**config.mk**
```make
export PLATFORM = sky130hd
export DESIGN_NAME = la_decode_top
export DESIGN_NICKNAME = d
export VERILOG_FILES = /design/src/hdl/la_inst_pkg.sv /design/src/hdl/la_ctrl_pkg.sv /design/src/hdl/la_inst_match.sv /design/src/hdl/la_imm_gen.sv /design/src/hdl/la_ctrl_gen.sv /design/src/hdl/la_decode_top.sv
export VERILOG_INCLUDE_DIRS = /design/src /design/src/hdl
export SDC_FILE = /design/constraint.sdc
export NUM_CORES = 1
export LEC_CHECK = 0
export BUFFER_PORTS_ARGS = -buffer_cell sky130_fd_sc_hd__buf_2
export CAP_MARGIN = 25
export CORE_UTILIZATION = 48
export CTS_CLUSTER_SIZE = 16
export DETAILED_ROUTE_END_ITERATION = 8
export PLACE_DENSITY = 0.87
export SYNTH_ARGS = -nofsm -noshare
export SYNTH_HDL_FRONTEND = slang
export SYNTH_SLANG_ARGS = --single-unit
```
**constraint.sdc**
```tcl
create_clock -name i_clk -period 9.2 [get_ports i_clk]
set_input_delay 1.84 -clock i_clk [delete_from_list [all_inputs] [get_ports i_clk]]
set_output_delay 1.84 -clock i_clk [all_outputs]
set_load 0.03 [all_outputs]
```
**src/hdl/la_decode_config.svh**
```systemverilog
`ifndef LA_DECODE_CONFIG_SVH
`define LA_DECODE_CONFIG_SVH

// data path and immediate width
`define LA_XLEN 32

// register file address
`define LA_REG_AW 5

`define LA_CSR_NUM_W 14

// control code widths
`define LA_ALU_OP_W 5
`define LA_NPC_OP_W 5

`endif

```
**src/hdl/la_inst_pkg.sv**
```systemverilog
`include "la_decode_config.svh"

package la_inst_pkg;

  // 3R and system layout, op field runs down to bit 15
  typedef struct packed {
    logic [16:0]           op_31_15;
    logic [`LA_REG_AW-1:0] rk;
    logic [`LA_REG_AW-1:0] rj;
    logic [`LA_REG_AW-1:0] rd;
  } inst_r_t;

  // immediate layout
  // I20, I16 and I26 are stitched together from these fields
  typedef struct packed {
    logic [5:0]            op_31_26;
    logic [3:0]            op_25_22;
    logic [11:0]           imm_21_10;
    logic [`LA_REG_AW-1:0] rj;
    logic [`LA_REG_AW-1:0] rd;
  } inst_i_t;

  typedef union packed {
    inst_r_t r;
    inst_i_t i;
  } inst_word_u;

  typedef enum logic [5:0] {
    ID_INE = 6'd0,
    // three-register alu
    ID_ADD_W, ID_SUB_W, ID_SLT, ID_SLTU, ID_NOR, ID_AND,
    ID_OR, ID_XOR, ID_SLL_W, ID_SRL_W, ID_SRA_W,
    // immediate alu
    ID_SLLI_W, ID_SRLI_W, ID_SRAI_W, ID_ADDI_W, ID_SLTI,
    ID_SLTUI, ID_ANDI, ID_ORI, ID_XORI, ID_LU12I_W, ID_PCADDU12I,
    // memory
    ID_LD_B, ID_LD_H, ID_LD_W, ID_LD_BU, ID_LD_HU,
    ID_ST_B, ID_ST_H, ID_ST_W,
    // flow change
    ID_JIRL, ID_B, ID_BL,
    ID_BEQ, ID_BNE, ID_BLT, ID_BGE, ID_BLTU, ID_BGEU,
    // csr and system
    ID_CSRRD, ID_CSRWR, ID_CSRXCHG, ID_ERTN, ID_SYSCALL, ID_BREAK
  } inst_id_e;

endpackage

```
**src/hdl/la_ctrl_pkg.sv**
```systemverilog
`include "la_decode_config.svh"

package la_ctrl_pkg;

  // numbering must stay in step with the execute stage alu
  typedef enum logic [`LA_ALU_OP_W-1:0] {
    ALU_NOP  = 5'd0,  ALU_LUI  = 5'd1,
    ALU_ADD  = 5'd3,  ALU_SUB  = 5'd4,
    ALU_BNE  = 5'd5,  ALU_BLT  = 5'd6,
    ALU_BGE  = 5'd7,  ALU_BLTU = 5'd8,
    ALU_BGEU = 5'd9,  ALU_SLT  = 5'd10,
    ALU_SLTU = 5'd11, ALU_XOR  = 5'd12,
    ALU_OR   = 5'd13, ALU_AND  = 5'd14,
    ALU_SLL  = 5'd15, ALU_SRL  = 5'd16,
    ALU_SRA  = 5'd17, ALU_NOR  = 5'd18,
    ALU_BEQ  = 5'd19, ALU_CSR  = 5'd27
  } alu_op_e;

  typedef enum logic [`LA_NPC_OP_W-1:0] {
    NPC_PLUS4  = 5'd0,
    NPC_BRANCH = 5'd1,   // taken decided in execute
    NPC_B      = 5'd6,   // b and bl
    NPC_ERTN   = 5'd8,
    NPC_JIRL   = 5'd24
  } npc_op_e;

  // register write data source
  typedef enum logic [1:0] {
    WD_ALU = 2'd0,
    WD_MEM = 2'd1,
    WD_PC  = 2'd2
  } wd_sel_e;

  typedef enum logic [2:0] {
    DM_W  = 3'd0,
    DM_H  = 3'd1,
    DM_HU = 3'd2,
    DM_B  = 3'd3,
    DM_BU = 3'd4
  } dm_type_e;

endpackage

```
**src/hdl/la_inst_match.sv**
```systemverilog
`timescale 1ns/1ns
`include "la_decode_config.svh"

module la_inst_match (
  input  logic                    i_clk,
  input  logic                    i_reset,
  input  logic                    i_valid,
  input  la_inst_pkg::inst_word_u i_inst,
  input  logic [`LA_XLEN-1:0]     i_pc,
  input  logic                    i_ready,
  output logic                    o_ready,
  output logic                    o_valid,
  output la_inst_pkg::inst_id_e   o_id,
  output la_inst_pkg::inst_word_u o_inst,
  output logic [`LA_XLEN-1:0]     o_pc
);

  la_inst_pkg::inst_id_e id_nxt;

  ////////////////////////////////////////////////////////////
  // opcode match

  always_comb begin
    id_nxt = la_inst_pkg::ID_INE;  // unmatched words stay INE
    // 3R, shift-immediate and system ops share the long opcode
    case (i_inst.r.op_31_15)
      17'h00020: id_nxt = la_inst_pkg::ID_ADD_W;
      17'h00022: id_nxt = la_inst_pkg::ID_SUB_W;
      17'h00024: id_nxt = la_inst_pkg::ID_SLT;
      17'h00025: id_nxt = la_inst_pkg::ID_SLTU;
      17'h00028: id_nxt = la_inst_pkg::ID_NOR;
      17'h00029: id_nxt = la_inst_pkg::ID_AND;
      17'h0002a: id_nxt = la_inst_pkg::ID_OR;
      17'h0002b: id_nxt = la_inst_pkg::ID_XOR;
      17'h0002e: id_nxt = la_inst_pkg::ID_SLL_W;
      17'h0002f: id_nxt = la_inst_pkg::ID_SRL_W;
      17'h00030: id_nxt = la_inst_pkg::ID_SRA_W;
      17'h00054: id_nxt = la_inst_pkg::ID_BREAK;
      17'h00056: id_nxt = la_inst_pkg::ID_SYSCALL;
      17'h00081: id_nxt = la_inst_pkg::ID_SLLI_W;
      17'h00089: id_nxt = la_inst_pkg::ID_SRLI_W;
      17'h00091: id_nxt = la_inst_pkg::ID_SRAI_W;
      17'h00c90: begin
        if (i_inst.r.rk == 5'h0e) begin
          id_nxt = la_inst_pkg::ID_ERTN;
        end
      end
      default: ;
    endcase

    // short opcode forms, never overlap the ones above
    case (i_inst.i.op_31_26)
      6'h00: begin
        case (i_inst.i.op_25_22)
          4'h8: id_nxt = la_inst_pkg::ID_SLTI;
          4'h9: id_nxt = la_inst_pkg::ID_SLTUI;
          4'ha: id_nxt = la_inst_pkg::ID_ADDI_W;
          4'hd: id_nxt = la_inst_pkg::ID_ANDI;
          4'he: id_nxt = la_inst_pkg::ID_ORI;
          4'hf: id_nxt = la_inst_pkg::ID_XORI;
          default: ;
        endcase
      end
      6'h01: begin
        // inst[31:24] == 8'h04, rj picks the csr op
        if (i_inst.i.op_25_22[3:2] == 2'b00) begin
          if (i_inst.i.rj == 5'd0) begin
            id_nxt = la_inst_pkg::ID_CSRRD;
          end else if (i_inst.i.rj == 5'd1) begin
            id_nxt = la_inst_pkg::ID_CSRWR;
          end else begin
            id_nxt = la_inst_pkg::ID_CSRXCHG;
          end
        end
      end
      6'h05: begin
        if (!i_inst.i.op_25_22[3]) begin
          id_nxt = la_inst_pkg::ID_LU12I_W;
        end
      end
      6'h07: begin
        if (!i_inst.i.op_25_22[3]) begin
          id_nxt = la_inst_pkg::ID_PCADDU12I;
        end
      end
      6'h0a: begin
        case (i_inst.i.op_25_22)
          4'h0: id_nxt = la_inst_pkg::ID_LD_B;
          4'h1: id_nxt = la_inst_pkg::ID_LD_H;
          4'h2: id_nxt = la_inst_pkg::ID_LD_W;
          4'h4: id_nxt = la_inst_pkg::ID_ST_B;
          4'h5: id_nxt = la_inst_pkg::ID_ST_H;
          4'h6: id_nxt = la_inst_pkg::ID_ST_W;
          4'h8: id_nxt = la_inst_pkg::ID_LD_BU;
          4'h9: id_nxt = la_inst_pkg::ID_LD_HU;
          default: ;
        endcase
      end
      6'h13: id_nxt = la_inst_pkg::ID_JIRL;
      6'h14: id_nxt = la_inst_pkg::ID_B;
      6'h15: id_nxt = la_inst_pkg::ID_BL;
      6'h16: id_nxt = la_inst_pkg::ID_BEQ;
      6'h17: id_nxt = la_inst_pkg::ID_BNE;
      6'h18: id_nxt = la_inst_pkg::ID_BLT;
      6'h19: id_nxt = la_inst_pkg::ID_BGE;
      6'h1a: id_nxt = la_inst_pkg::ID_BLTU;
      6'h1b: id_nxt = la_inst_pkg::ID_BGEU;
      default: ;
    endcase
  end

  ////////////////////////////////////////////////////////////
  // register slice

  assign o_ready = !o_valid || i_ready;  // empty or draining this cycle

  always_ff @(posedge i_clk) begin
    if (i_reset) begin
      o_valid <= 1'b0;
    end else if (o_ready) begin
      o_valid <= i_valid;
    end
  end

  always_ff @(posedge i_clk) begin
    if (i_valid && o_ready) begin
      o_id   <= id_nxt;
      o_inst <= i_inst;
      o_pc   <= i_pc;
    end
  end

endmodule

```
**src/hdl/la_imm_gen.sv**
```systemverilog
`timescale 1ns/1ns
`include "la_decode_config.svh"

module la_imm_gen (
  input  la_inst_pkg::inst_id_e   i_id,
  input  la_inst_pkg::inst_word_u i_inst,
  output logic [`LA_XLEN-1:0]     o_imm_alu,
  output logic [`LA_XLEN-1:0]     o_imm_pc
);

  logic [19:0]         i20;
  logic [15:0]         i16;
  logic [25:0]         i26;
  logic [11:0]         i12;
  logic [`LA_XLEN-1:0] off16;
  logic [`LA_XLEN-1:0] off26;

  assign i12   = i_inst.i.imm_21_10;
  assign i20   = {i_inst.i.op_25_22[2:0], i12, i_inst.i.rj};  // inst[24:5]
  assign i16   = {i_inst.i.op_25_22, i12};
  assign i26   = {i_inst.i.rj, i_inst.i.rd, i16};  // upper 10 bits live in rj/rd
  assign off16 = {{(`LA_XLEN-18){i16[15]}}, i16, 2'b00};
  assign off26 = {{(`LA_XLEN-28){i26[25]}}, i26, 2'b00};

  always_comb begin
    case (i_id)
      la_inst_pkg::ID_JIRL, la_inst_pkg::ID_BL:
        o_imm_alu = {{(`LA_XLEN-3){1'b0}}, 3'd4};  // link address pc+4
      la_inst_pkg::ID_LU12I_W, la_inst_pkg::ID_PCADDU12I:
        o_imm_alu = {i20, {(`LA_XLEN-20){1'b0}}};
      la_inst_pkg::ID_BEQ, la_inst_pkg::ID_BNE, la_inst_pkg::ID_BLT,
      la_inst_pkg::ID_BGE, la_inst_pkg::ID_BLTU, la_inst_pkg::ID_BGEU:
        o_imm_alu = off16;
      la_inst_pkg::ID_B:
        o_imm_alu = off26;
      la_inst_pkg::ID_SLLI_W, la_inst_pkg::ID_SRLI_W, la_inst_pkg::ID_SRAI_W:
        o_imm_alu = {{(`LA_XLEN-5){1'b0}}, i12[4:0]};
      la_inst_pkg::ID_ANDI, la_inst_pkg::ID_ORI, la_inst_pkg::ID_XORI:
        o_imm_alu = {{(`LA_XLEN-12){1'b0}}, i12};
      default:
        o_imm_alu = {{(`LA_XLEN-12){i12[11]}}, i12};  // si12
    endcase
  end

  // pc-relative target offset
  always_comb begin
    case (i_id)
      la_inst_pkg::ID_B, la_inst_pkg::ID_BL:
        o_imm_pc = off26;
      la_inst_pkg::ID_JIRL, la_inst_pkg::ID_BEQ, la_inst_pkg::ID_BNE,
      la_inst_pkg::ID_BLT, la_inst_pkg::ID_BGE, la_inst_pkg::ID_BLTU,
      la_inst_pkg::ID_BGEU:
        o_imm_pc = off16;
      default:
        o_imm_pc = '0;
    endcase
  end

endmodule

```
**src/hdl/la_ctrl_gen.sv**
```systemverilog
`timescale 1ns/1ns
`include "la_decode_config.svh"

module la_ctrl_gen (
  input  logic                     i_clk,
  input  logic                     i_reset,
  input  logic                     i_valid,
  input  la_inst_pkg::inst_id_e    i_id,
  input  la_inst_pkg::inst_word_u  i_inst,
  input  logic [`LA_XLEN-1:0]      i_pc,
  input  logic                     i_ready,
  output logic                     o_ready,
  output logic                     o_valid,
  output logic [`LA_XLEN-1:0]      o_pc,
  output logic [`LA_REG_AW-1:0]    o_rd,
  output logic [`LA_REG_AW-1:0]    o_rs1,
  output logic [`LA_REG_AW-1:0]    o_rs2,
  output logic                     o_reg_write,
  output logic                     o_mem_write,
  output logic                     o_mem_read,
  output la_ctrl_pkg::alu_op_e     o_alu_op,
  output la_ctrl_pkg::npc_op_e     o_npc_op,
  output logic                     o_alu_src1_pc,
  output logic                     o_alu_src2_imm,
  output la_ctrl_pkg::wd_sel_e     o_wd_sel,
  output la_ctrl_pkg::dm_type_e    o_dm_type,
  output logic [`LA_XLEN-1:0]      o_imm_alu,
  output logic [`LA_XLEN-1:0]      o_imm_pc,
  output logic [`LA_CSR_NUM_W-1:0] o_csr_num,
  output logic                     o_csr_mask_en,
  output logic                     o_csr_write,
  output logic                     o_ertn,
  output logic                     o_sys,
  output logic                     o_brk,
  output logic                     o_ine
);

  la_ctrl_pkg::alu_op_e  alu_op_nxt;
  la_ctrl_pkg::npc_op_e  npc_op_nxt;
  la_ctrl_pkg::wd_sel_e  wd_sel_nxt;
  la_ctrl_pkg::dm_type_e dm_type_nxt;
  logic                  reg_write_nxt;
  logic                  mem_write_nxt;
  logic                  mem_read_nxt;
  logic                  src1_pc_nxt;
  logic                  src2_imm_nxt;
  logic                  rs2_is_rd;
  logic                  rd_is_r1;
  logic                  csr_write_nxt;
  logic                  csr_mask_nxt;
  logic                  ine_nxt;
  logic [`LA_XLEN-1:0]   imm_alu_nxt;
  logic [`LA_XLEN-1:0]   imm_pc_nxt;

  la_imm_gen u_imm_gen (
    .i_id      (i_id),
    .i_inst    (i_inst),
    .o_imm_alu (imm_alu_nxt),
    .o_imm_pc  (imm_pc_nxt)
  );

  ////////////////////////////////////////////////////////////
  // per-class enables, INE leaves everything off

  always_comb begin
    reg_write_nxt = 1'b0;
    mem_write_nxt = 1'b0;
    mem_read_nxt  = 1'b0;
    src1_pc_nxt   = 1'b0;
    src2_imm_nxt  = 1'b0;
    rs2_is_rd     = 1'b0;
    rd_is_r1      = 1'b0;
    csr_write_nxt = 1'b0;
    csr_mask_nxt  = 1'b0;
    ine_nxt       = 1'b0;
    wd_sel_nxt    = la_ctrl_pkg::WD_ALU;
    npc_op_nxt    = la_ctrl_pkg::NPC_PLUS4;
    case (i_id)
      la_inst_pkg::ID_ADD_W, la_inst_pkg::ID_SUB_W, la_inst_pkg::ID_SLT,
      la_inst_pkg::ID_SLTU, la_inst_pkg::ID_NOR, la_inst_pkg::ID_AND,
      la_inst_pkg::ID_OR, la_inst_pkg::ID_XOR, la_inst_pkg::ID_SLL_W,
      la_inst_pkg::ID_SRL_W, la_inst_pkg::ID_SRA_W, la_inst_pkg::ID_CSRRD:
        reg_write_nxt = 1'b1;
      la_inst_pkg::ID_SLLI_W, la_inst_pkg::ID_SRLI_W, la_inst_pkg::ID_SRAI_W,
      la_inst_pkg::ID_ADDI_W, la_inst_pkg::ID_SLTI, la_inst_pkg::ID_SLTUI,
      la_inst_pkg::ID_ANDI, la_inst_pkg::ID_ORI, la_inst_pkg::ID_XORI,
      la_inst_pkg::ID_LU12I_W: begin
        reg_write_nxt = 1'b1;
        src2_imm_nxt  = 1'b1;
      end
      la_inst_pkg::ID_PCADDU12I: begin
        reg_write_nxt = 1'b1;
        src2_imm_nxt  = 1'b1;
        src1_pc_nxt   = 1'b1;
      end
      la_inst_pkg::ID_LD_B, la_inst_pkg::ID_LD_H, la_inst_pkg::ID_LD_W,
      la_inst_pkg::ID_LD_BU, la_inst_pkg::ID_LD_HU: begin
        reg_write_nxt = 1'b1;
        src2_imm_nxt  = 1'b1;
        mem_read_nxt  = 1'b1;
        wd_sel_nxt    = la_ctrl_pkg::WD_MEM;
      end
      la_inst_pkg::ID_ST_B, la_inst_pkg::ID_ST_H, la_inst_pkg::ID_ST_W: begin
        mem_write_nxt = 1'b1;
        src2_imm_nxt  = 1'b1;
        rs2_is_rd     = 1'b1;  // store data comes from rd
      end
      la_inst_pkg::ID_JIRL, la_inst_pkg::ID_BL: begin
        reg_write_nxt = 1'b1;
        src1_pc_nxt   = 1'b1;
        src2_imm_nxt  = 1'b1;
        wd_sel_nxt    = la_ctrl_pkg::WD_PC;
        rd_is_r1      = (i_id == la_inst_pkg::ID_BL);
        npc_op_nxt    = (i_id == la_inst_pkg::ID_BL) ? la_ctrl_pkg::NPC_B
                                                     : la_ctrl_pkg::NPC_JIRL;
      end
      la_inst_pkg::ID_B:
        npc_op_nxt = la_ctrl_pkg::NPC_B;
      la_inst_pkg::ID_BEQ, la_inst_pkg::ID_BNE, la_inst_pkg::ID_BLT,
      la_inst_pkg::ID_BGE, la_inst_pkg::ID_BLTU, la_inst_pkg::ID_BGEU: begin
        npc_op_nxt = la_ctrl_pkg::NPC_BRANCH;
        rs2_is_rd  = 1'b1;  // compare rj against rd
      end
      la_inst_pkg::ID_CSRWR, la_inst_pkg::ID_CSRXCHG: begin
        reg_write_nxt = 1'b1;
        rs2_is_rd     = 1'b1;
        csr_write_nxt = 1'b1;
        csr_mask_nxt  = (i_id == la_inst_pkg::ID_CSRXCHG);  // mask in rj
      end
      la_inst_pkg::ID_ERTN:
        npc_op_nxt = la_ctrl_pkg::NPC_ERTN;
      la_inst_pkg::ID_SYSCALL, la_inst_pkg::ID_BREAK: ;
      default:
        ine_nxt = 1'b1;
    endcase
  end

  // alu code, source numbering
  always_comb begin
    case (i_id)
      la_inst_pkg::ID_SUB_W:                          alu_op_nxt = la_ctrl_pkg::ALU_SUB;
      la_inst_pkg::ID_SLT, la_inst_pkg::ID_SLTI:      alu_op_nxt = la_ctrl_pkg::ALU_SLT;
      la_inst_pkg::ID_SLTU, la_inst_pkg::ID_SLTUI:    alu_op_nxt = la_ctrl_pkg::ALU_SLTU;
      la_inst_pkg::ID_XOR, la_inst_pkg::ID_XORI:      alu_op_nxt = la_ctrl_pkg::ALU_XOR;
      la_inst_pkg::ID_OR, la_inst_pkg::ID_ORI:        alu_op_nxt = la_ctrl_pkg::ALU_OR;
      la_inst_pkg::ID_AND, la_inst_pkg::ID_ANDI:      alu_op_nxt = la_ctrl_pkg::ALU_AND;
      la_inst_pkg::ID_SLL_W, la_inst_pkg::ID_SLLI_W:  alu_op_nxt = la_ctrl_pkg::ALU_SLL;
      la_inst_pkg::ID_SRL_W, la_inst_pkg::ID_SRLI_W:  alu_op_nxt = la_ctrl_pkg::ALU_SRL;
      la_inst_pkg::ID_SRA_W, la_inst_pkg::ID_SRAI_W:  alu_op_nxt = la_ctrl_pkg::ALU_SRA;
      la_inst_pkg::ID_NOR:                            alu_op_nxt = la_ctrl_pkg::ALU_NOR;
      la_inst_pkg::ID_LU12I_W:                        alu_op_nxt = la_ctrl_pkg::ALU_LUI;
      la_inst_pkg::ID_BEQ:                            alu_op_nxt = la_ctrl_pkg::ALU_BEQ;
      la_inst_pkg::ID_BNE:                            alu_op_nxt = la_ctrl_pkg::ALU_BNE;
      la_inst_pkg::ID_BLT:                            alu_op_nxt = la_ctrl_pkg::ALU_BLT;
      la_inst_pkg::ID_BGE:                            alu_op_nxt = la_ctrl_pkg::ALU_BGE;
      la_inst_pkg::ID_BLTU:                           alu_op_nxt = la_ctrl_pkg::ALU_BLTU;
      la_inst_pkg::ID_BGEU:                           alu_op_nxt = la_ctrl_pkg::ALU_BGEU;
      la_inst_pkg::ID_CSRRD, la_inst_pkg::ID_CSRWR,
      la_inst_pkg::ID_CSRXCHG:                        alu_op_nxt = la_ctrl_pkg::ALU_CSR;
      la_inst_pkg::ID_ERTN, la_inst_pkg::ID_SYSCALL,
      la_inst_pkg::ID_BREAK, la_inst_pkg::ID_INE:     alu_op_nxt = la_ctrl_pkg::ALU_NOP;
      default:                                        alu_op_nxt = la_ctrl_pkg::ALU_ADD;
    endcase
  end

  always_comb begin
    case (i_id)
      la_inst_pkg::ID_LD_H, la_inst_pkg::ID_ST_H: dm_type_nxt = la_ctrl_pkg::DM_H;
      la_inst_pkg::ID_LD_HU:                      dm_type_nxt = la_ctrl_pkg::DM_HU;
      la_inst_pkg::ID_LD_B, la_inst_pkg::ID_ST_B: dm_type_nxt = la_ctrl_pkg::DM_B;
      la_inst_pkg::ID_LD_BU:                      dm_type_nxt = la_ctrl_pkg::DM_BU;
      default:                                    dm_type_nxt = la_ctrl_pkg::DM_W;
    endcase
  end

  ////////////////////////////////////////////////////////////
  // output slice

  assign o_ready = !o_valid || i_ready;

  always_ff @(posedge i_clk) begin
    if (i_reset) begin
      o_valid <= 1'b0;
    end else if (o_ready) begin
      o_valid <= i_valid;
    end
  end

  always_ff @(posedge i_clk) begin
    if (i_valid && o_ready) begin
      o_pc           <= i_pc;
      o_rd           <= rd_is_r1 ? 5'd1 : i_inst.r.rd;  // bl links into r1
      o_rs1          <= i_inst.r.rj;
      o_rs2          <= rs2_is_rd ? i_inst.r.rd : i_inst.r.rk;
      o_reg_write    <= reg_write_nxt;
      o_mem_write    <= mem_write_nxt;
      o_mem_read     <= mem_read_nxt;
      o_alu_op       <= alu_op_nxt;
      o_npc_op       <= npc_op_nxt;
      o_alu_src1_pc  <= src1_pc_nxt;
      o_alu_src2_imm <= src2_imm_nxt;
      o_wd_sel       <= wd_sel_nxt;
      o_dm_type      <= dm_type_nxt;
      o_imm_alu      <= imm_alu_nxt;
      o_imm_pc       <= imm_pc_nxt;
      o_csr_num      <= {i_inst.i.op_25_22[1:0], i_inst.i.imm_21_10};  // inst[23:10]
      o_csr_mask_en  <= csr_mask_nxt;
      o_csr_write    <= csr_write_nxt;
      o_ertn         <= (i_id == la_inst_pkg::ID_ERTN);
      o_sys          <= (i_id == la_inst_pkg::ID_SYSCALL);
      o_brk          <= (i_id == la_inst_pkg::ID_BREAK);
      o_ine          <= ine_nxt;
    end
  end

endmodule

```
**src/hdl/la_decode_top.sv**
```systemverilog
`timescale 1ns/1ns
`include "la_decode_config.svh"

module la_decode_top (
  input  logic                     i_clk,
  input  logic                     i_reset,
  input  logic                     i_valid,
  input  la_inst_pkg::inst_word_u  i_inst,
  input  logic [`LA_XLEN-1:0]      i_pc,
  input  logic                     i_ready,
  output logic                     o_ready,
  output logic                     o_valid,
  output logic [`LA_XLEN-1:0]      o_pc,
  output logic [`LA_REG_AW-1:0]    o_rd,
  output logic [`LA_REG_AW-1:0]    o_rs1,
  output logic [`LA_REG_AW-1:0]    o_rs2,
  output logic                     o_reg_write,
  output logic                     o_mem_write,
  output logic                     o_mem_read,
  output la_ctrl_pkg::alu_op_e     o_alu_op,
  output la_ctrl_pkg::npc_op_e     o_npc_op,
  output logic                     o_alu_src1_pc,
  output logic                     o_alu_src2_imm,
  output la_ctrl_pkg::wd_sel_e     o_wd_sel,
  output la_ctrl_pkg::dm_type_e    o_dm_type,
  output logic [`LA_XLEN-1:0]      o_imm_alu,
  output logic [`LA_XLEN-1:0]      o_imm_pc,
  output logic [`LA_CSR_NUM_W-1:0] o_csr_num,
  output logic                     o_csr_mask_en,
  output logic                     o_csr_write,
  output logic                     o_ertn,
  output logic                     o_sys,
  output logic                     o_brk,
  output logic                     o_ine
);

  // stage 1 to stage 2
  logic                    s1_valid;
  logic                    s2_ready;
  la_inst_pkg::inst_id_e   s1_id;
  la_inst_pkg::inst_word_u s1_inst;
  logic [`LA_XLEN-1:0]     s1_pc;

  la_inst_match u_inst_match (
    .i_ready (s2_ready),
    .o_valid (s1_valid),
    .o_id    (s1_id),
    .o_inst  (s1_inst),
    .o_pc    (s1_pc),
    .*
  );

  // remaining ports share names with the top
  la_ctrl_gen u_ctrl_gen (
    .i_valid (s1_valid),
    .i_id    (s1_id),
    .i_inst  (s1_inst),
    .i_pc    (s1_pc),
    .o_ready (s2_ready),
    .*
  );

endmodule

```
; ---- Word-level counts from Yosys, hierarchy flattened
; Memories as Yosys holds them, arrays and structs flattened. A register that Yosys moved wholly into a read port is not among the register bits.
; Index checks and enable logic that the tools add are counted.
[classes]
n_reduce_logical = 27
n_eq_ne = 88
n_mux = 26
[ops]
columns = cell, n
row1 = 32-bit one-hot mux with 6 select lines, 1
row2 = "17-bit by 6-bit equality test with 1-bit output, second input constant", 11
row3 = "6-bit by 5-bit equality test with 1-bit output, second input constant", 25
row4 = 6-bit one-hot mux with 17 select lines, 1
row5 = "6-bit equality test, second input constant", 14
row6 = 6-bit one-hot mux with 14 select lines, 1
row7 = 32-bit one-hot mux with 2 select lines, 1
row8 = "6-bit by 4-bit equality test with 1-bit output, second input constant", 9
row9 = "17-bit by 8-bit equality test with 1-bit output, second input constant", 3
row10 = 6-bit one-hot mux with 8 select lines, 1
row11 = 45-bit OR reduction, 1
row12 = "6-bit by 3-bit equality test with 1-bit output, second input constant", 6
row13 = 6-bit one-hot mux with 6 select lines, 1
row14 = "17-bit by 7-bit equality test with 1-bit output, second input constant", 2
row15 = 32-bit OR reduction, 1
row16 = 6-bit two-way mux, 5
row17 = "4-bit equality test, second input constant", 6
row18 = 21-bit OR reduction, 1
row19 = 5-bit one-hot mux with 4 select lines, 1
row20 = "17-bit by 12-bit equality test with 1-bit output, second input constant", 1
row21 = "4-bit by 3-bit equality test with 1-bit output, second input constant", 3
row22 = "6-bit by 1-bit equality test with 1-bit output, second input constant", 2
row23 = "6-bit by 2-bit equality test with 1-bit output, second input constant", 2
row24 = 3-bit one-hot mux with 4 select lines, 1
row25 = other kinds (21), 41
[word_totals]
wordCells = 168
regBits = 212
output_inout_bits = 153
mem_bits_ro = 320
memories = 1
in_bits = 68
[mem_list]
columns = memory, depth, width, rd, rd_ports_with_merged_regs, wr, line
row1 = (name not given), 64, 5, 1, 1, 0, la_ctrl_gen.sv:140  ; case (i_id)

; ---- Logic depth before layout (Yosys ltp)
[depth]
depth_word = 5
mapped_depth = 9

; ---- Cells and area by module
; A second synthesis with hierarchy kept.
[unflattened]
cells_unflattened = 621
hier_area_um2 = 9425.3
[by_module_without_submodules]
columns = module, n_inst, area_per_inst_um2, cells_each
row1 = la_ctrl_gen, 1, 5560.3, 300
row2 = la_inst_match, 1, 2966.6, 200
row3 = la_imm_gen, 1, 898.4, 121

; ---- Worst setup path before layout
; Ideal clock, no wire load.
[synth_timing]
path_type = in2reg
startpoint = input i_ready
endpoint = register u_ctrl_gen.o_alu_op[0], enable pin
cell_stages = 2
setup_slack_ns = 0.251
n_path_buf = 0
required_time_ns = 8.533
arrival_time_ns = 8.283
path_cell_list = nor2b_1 > nor2b_1
[synth_via]
elab_chain_cells = 2
[synth_rtl]
columns = item, line
row1 = start: declaration, la_decode_top.sv:10  ; input logic i_ready,
row2 = 1-bit logical OR, la_ctrl_gen.sv:179  ; assign o_ready = !o_valid || i_ready;
row3 = 1-bit logical AND, la_ctrl_gen.sv:190  ; if (i_valid && o_ready) begin
row4 = end: declaration, la_ctrl_gen.sv:21  ; output la_ctrl_pkg::alu_op_e o_alu_op,
; No other way between the ends.
; A chain may end at the register's enable or synchronous reset.

; ---- Final worst setup path
[layout_timing]
startpoint = input i_ready
endpoint = output o_ready
[layout_via]
elab_chain_cells = 2
[layout_rtl]
columns = item, line
row1 = 1-bit logical OR, la_ctrl_gen.sv:179
row2 = 1-bit logical OR, la_inst_match.sv:115  ; assign o_ready = !o_valid || i_ready;
row3 = end: declaration, la_decode_top.sv:11  ; output logic o_ready,
; No other way between the ends.

==> flow_metrics.env <==
export IMPL_status="complete, but fails checks"
export IMPL_violations="DRC"
export IMPL_rows=49
export IMPL_core_area_um2=18100
export IMPL_synthFlopType="edfxtp_1"
export IMPL_netlist_cell_type_count=73
export IMPL_slowest_delay_ps=310
export IMPL_gp_congestion=0.916
export IMPL_end_kind="output port"
export IMPL_drive_gt1_frac=0.335
export IMPL_clk_latency_ps=500
export IMPL_fin_crit_sh=0.477
export IMPL_synth_area_leader_cell="edfxtp_1"
export IMPL_root_buffer="clkbuf_16"
export IMPL_die_area_um2=19100
export IMPL_detail_route_vias_per_cell=5.70
export IMPL_synth_most_common_cell="edfxtp_1"
export IMPL_synth_area_leaders="edfxtp_1 (70%), nor2b_1 (2.5%), nor2_1 (1.6%), o21ai_0 (1.4%), a21o_1 (1.3%)"
export IMPL_setup_viol=0
export IMPL_maxCapViolations=0
export IMPL_drv_slew=0
export IMPL_critPathMaxFanout=4
export IMPL_rr_startpoint="u_inst_match.o_id[1]"
export IMPL_drc=36
export IMPL_initial_utilization=0.493
export IMPL_synthArstFlopShare=0
export IMPL_ys_ff_latch=210
export IMPL_synth_edf_count=208
export IMPL_swShare=0.245
export IMPL_cp_arrival_ps=2550
export IMPL_hold_path_startpoint="u_inst_match.o_pc[13]"
export IMPL_grt_antenna_before_repair=0
export IMPL_fp_dieW_um=138
export IMPL_cp_common_cell="buf_2"
export IMPL_wl_mm=20.3
export IMPL_synth_seq_area_share=0.705
export IMPL_grt_pass1_vias=5646
export IMPL_grt_pass1_wl_mm=31.5
export IMPL_cts_max_path_buffers=3
export IMPL_wl_per_cell_um=19.0
export IMPL_fin_nets=903
export IMPL_drt_initial_drc_count=487
export IMPL_cts_buffers_inserted=21
export IMPL_crit_type="primary input to output port"
export IMPL_synth_common_cells="edfxtp_1 (208), nor2_1 (39), nor2b_1 (35)"
export IMPL_grt_usage=0.210
export IMPL_die_h_um=138
export IMPL_crit_path_start_kind="primary input"
export IMPL_clkTransAtPathRegs_ps=60
export IMPL_dr_pass1_iters=7
export IMPL_areaGrowthSynthToFinish_pct=20.8
export IMPL_path_cells="buf_2 -> nor2b_1 -> nand2_1 -> buf_2"
export IMPL_tritoncts="built"
export IMPL_numPortBuffers=218
export IMPL_syn_avg_cell_area_um2=14.3
export IMPL_finalHoldViolations=0
export IMPL_vias=6093
export IMPL_skew_ps=25.1
export IMPL_crit_path_start="i_ready"
export IMPL_worstMarginPinSlew_ps=1190
export IMPL_pin_count=221
export IMPL_rsz0062_at_grt="false"
export IMPL_tns_ps=0
export IMPL_hold_path_class="flip-flop to flip-flop"
export IMPL_crit_required_ps=7360
export IMPL_fmax_mhz=228
export IMPL_p_sw_uw=532
export IMPL_relSlewSlack=0.204
export IMPL_synth_area_um2=8910
export IMPL_cts_setup_buffers=0
export IMPL_synth_top_area_share=0.701
export IMPL_hpwl_mm=13.8
export IMPL_clkPwrFrac=0.357
export IMPL_synthCells=625
export IMPL_power_density_nw_per_um2=202
export IMPL_antenna_left=0
export IMPL_seq_power_share=0.526
export IMPL_antenna_cells=0
export IMPL_yosys_warnings=0
export IMPL_leakage_nw=4.14
export IMPL_fin_area_um2=10800
export IMPL_r2r_setup_slack_ps=5430
export IMPL_nFillCells=1393
export IMPL_cp_slowest_cell="nor2b_1"
export IMPL_hold_buffers=0
export IMPL_place_area_um2=10100
export IMPL_combinationalPowerShare=0.117
export IMPL_vdd_ir_drop_max_mv=0.0958
export IMPL_min_period_ps=4390
export IMPL_grt_start_max_net_pins=84
export IMPL_cts_max_level=1
export IMPL_internal_power_mw=1.64
export IMPL_cts_resized=0
export IMPL_clock_sinks=210
export IMPL_overflow=0
==> through the flow <==
stage	cells	hold WS (ps)	setup WS (ps)	util	total power [mW]
floorplan	626	400	251	-	1.34
global placement	1033	400	4840	0.560	1.41
detailed placement	1034	405	4820	0.560	1.42
CTS	1068	407	4820	0.594	2.18
global route	1069	418	4740	0.596	2.24
finish	1069	407	4810	0.596	2.17
==> cells by family (layout without fill, tap and decap cells) <==
group / count (synthesis) / after routing / share of synthesized area
other: 1 / 2 / 0.000421
DFF: 210 / 210 / 0.705
xor gates and xnor gates: 5 / 5 / 0.00491
and+or+nand+nor: 205 / 205 / 0.134
buffers and inverters: 55 / 269 / 0.0291
adders and majority gates: 6 / 6 / 0.00842
muxes: 11 / 11 / 0.0132
AOI/OAI and AO/OA: 132 / 132 / 0.104
==> path summary, 6_finish.rpt <==
path / end / cells after the start
worst max-delay path: o_ready / 4
worst min-delay path: u_ctrl_gen.o_pc[13] / 0
worst max register to register: u_ctrl_gen.o_imm_alu[29] / 7
worst min register to register: u_ctrl_gen.o_pc[13] / 0
==> state kept, by name (all words and copies together) (netlist names), 3 cells and up <==
name,cells
u_ctrl_gen.o_npc_op,4
u_ctrl_gen.o_dm_type,3
u_ctrl_gen.o_rs2,5
u_ctrl_gen.o_imm_pc,26
u_ctrl_gen.o_imm_alu,32
u_inst_match.o_id,6
u_ctrl_gen.o_csr_num,14
u_inst_match.o_inst,26
u_ctrl_gen.o_alu_op,5
u_ctrl_gen.o_rd,5
u_ctrl_gen.o_rs1,5
u_ctrl_gen.o_pc,32
u_inst_match.o_pc,32
==> cell type report <==
| type | count | area [um2] | area share |
|---|---|---|---|
| sequential | 210 | 6290 | 0.584 |
| multi-input combinational | 361 | 2390 | 0.222 |
| timing repair buffer | 226 | 1160 | 0.108 |
| clock buffer | 25 | 541 | 0.0502 |
| tap | 229 | 287 | 0.0266 |
| clock inverter | 9 | 75.1 | 0.00697 |
| inverter | 9 | 33.8 | 0.00314 |
==> worst max-delay path: cells and delay by family <==
kind	cells	cell delay [ps]
AND/OR/NAND/NOR	2	420
buffers and inverters	2	290
==> layout by cell type, fill, tap and decap left out, types with 3 or more instances in the layout <==
cell         n
and2_1       9
nand3_1     11
o21ai_0     25
a21oi_1     22
a31oi_1      5
edfxtp_1   208
nor2_1      39
or4_1        7
and3b_1      3
clkinv_1     4
nor3b_1      5
xnor2_1      3
nand2b_1    11
a221o_1      7
nor2b_1     34
or4b_2       3
nand2_1     28
clkbuf_1     4
and3_1       4
buf_4        6
mux2_2       6
or3_1        5
nor4b_1      5
inv_1        9
a21o_1      15
a22o_1       8
nand3b_1     8
mux2i_1      5
clkbuf_16   21
o22ai_1      5
ha_1         6
a211oi_1     7
nor3_1       9
a22oi_1     13
buf_2      219
nand4_1      4
==> layer usage <==
layer | track usage | routed length [um] | vias up
met2 | 0.354 | 10100 | 310
li1 | - | - | 2797
met1 | 0.270 | 7970 | 2935
met3 | 0.0364 | 1560 | 51
met4 | 0.0852 | 667 | 0
met5 | 0 | 0 | -
==> power by group through the flow <==
stage | Sequential (mW) | Clock (mW) | Combinational [mW]
global placement | 1.16 | 0 | 0.246
finish | 1.14 | 0.775 | 0.254
CTS | 1.14 | 0.787 | 0.253
detailed placement | 1.16 | 0 | 0.252
floorplan | 1.23 | 0 | 0.110
global route | 1.15 | 0.823 | 0.271
Note: power is estimated with default switching activity, not from simulation.
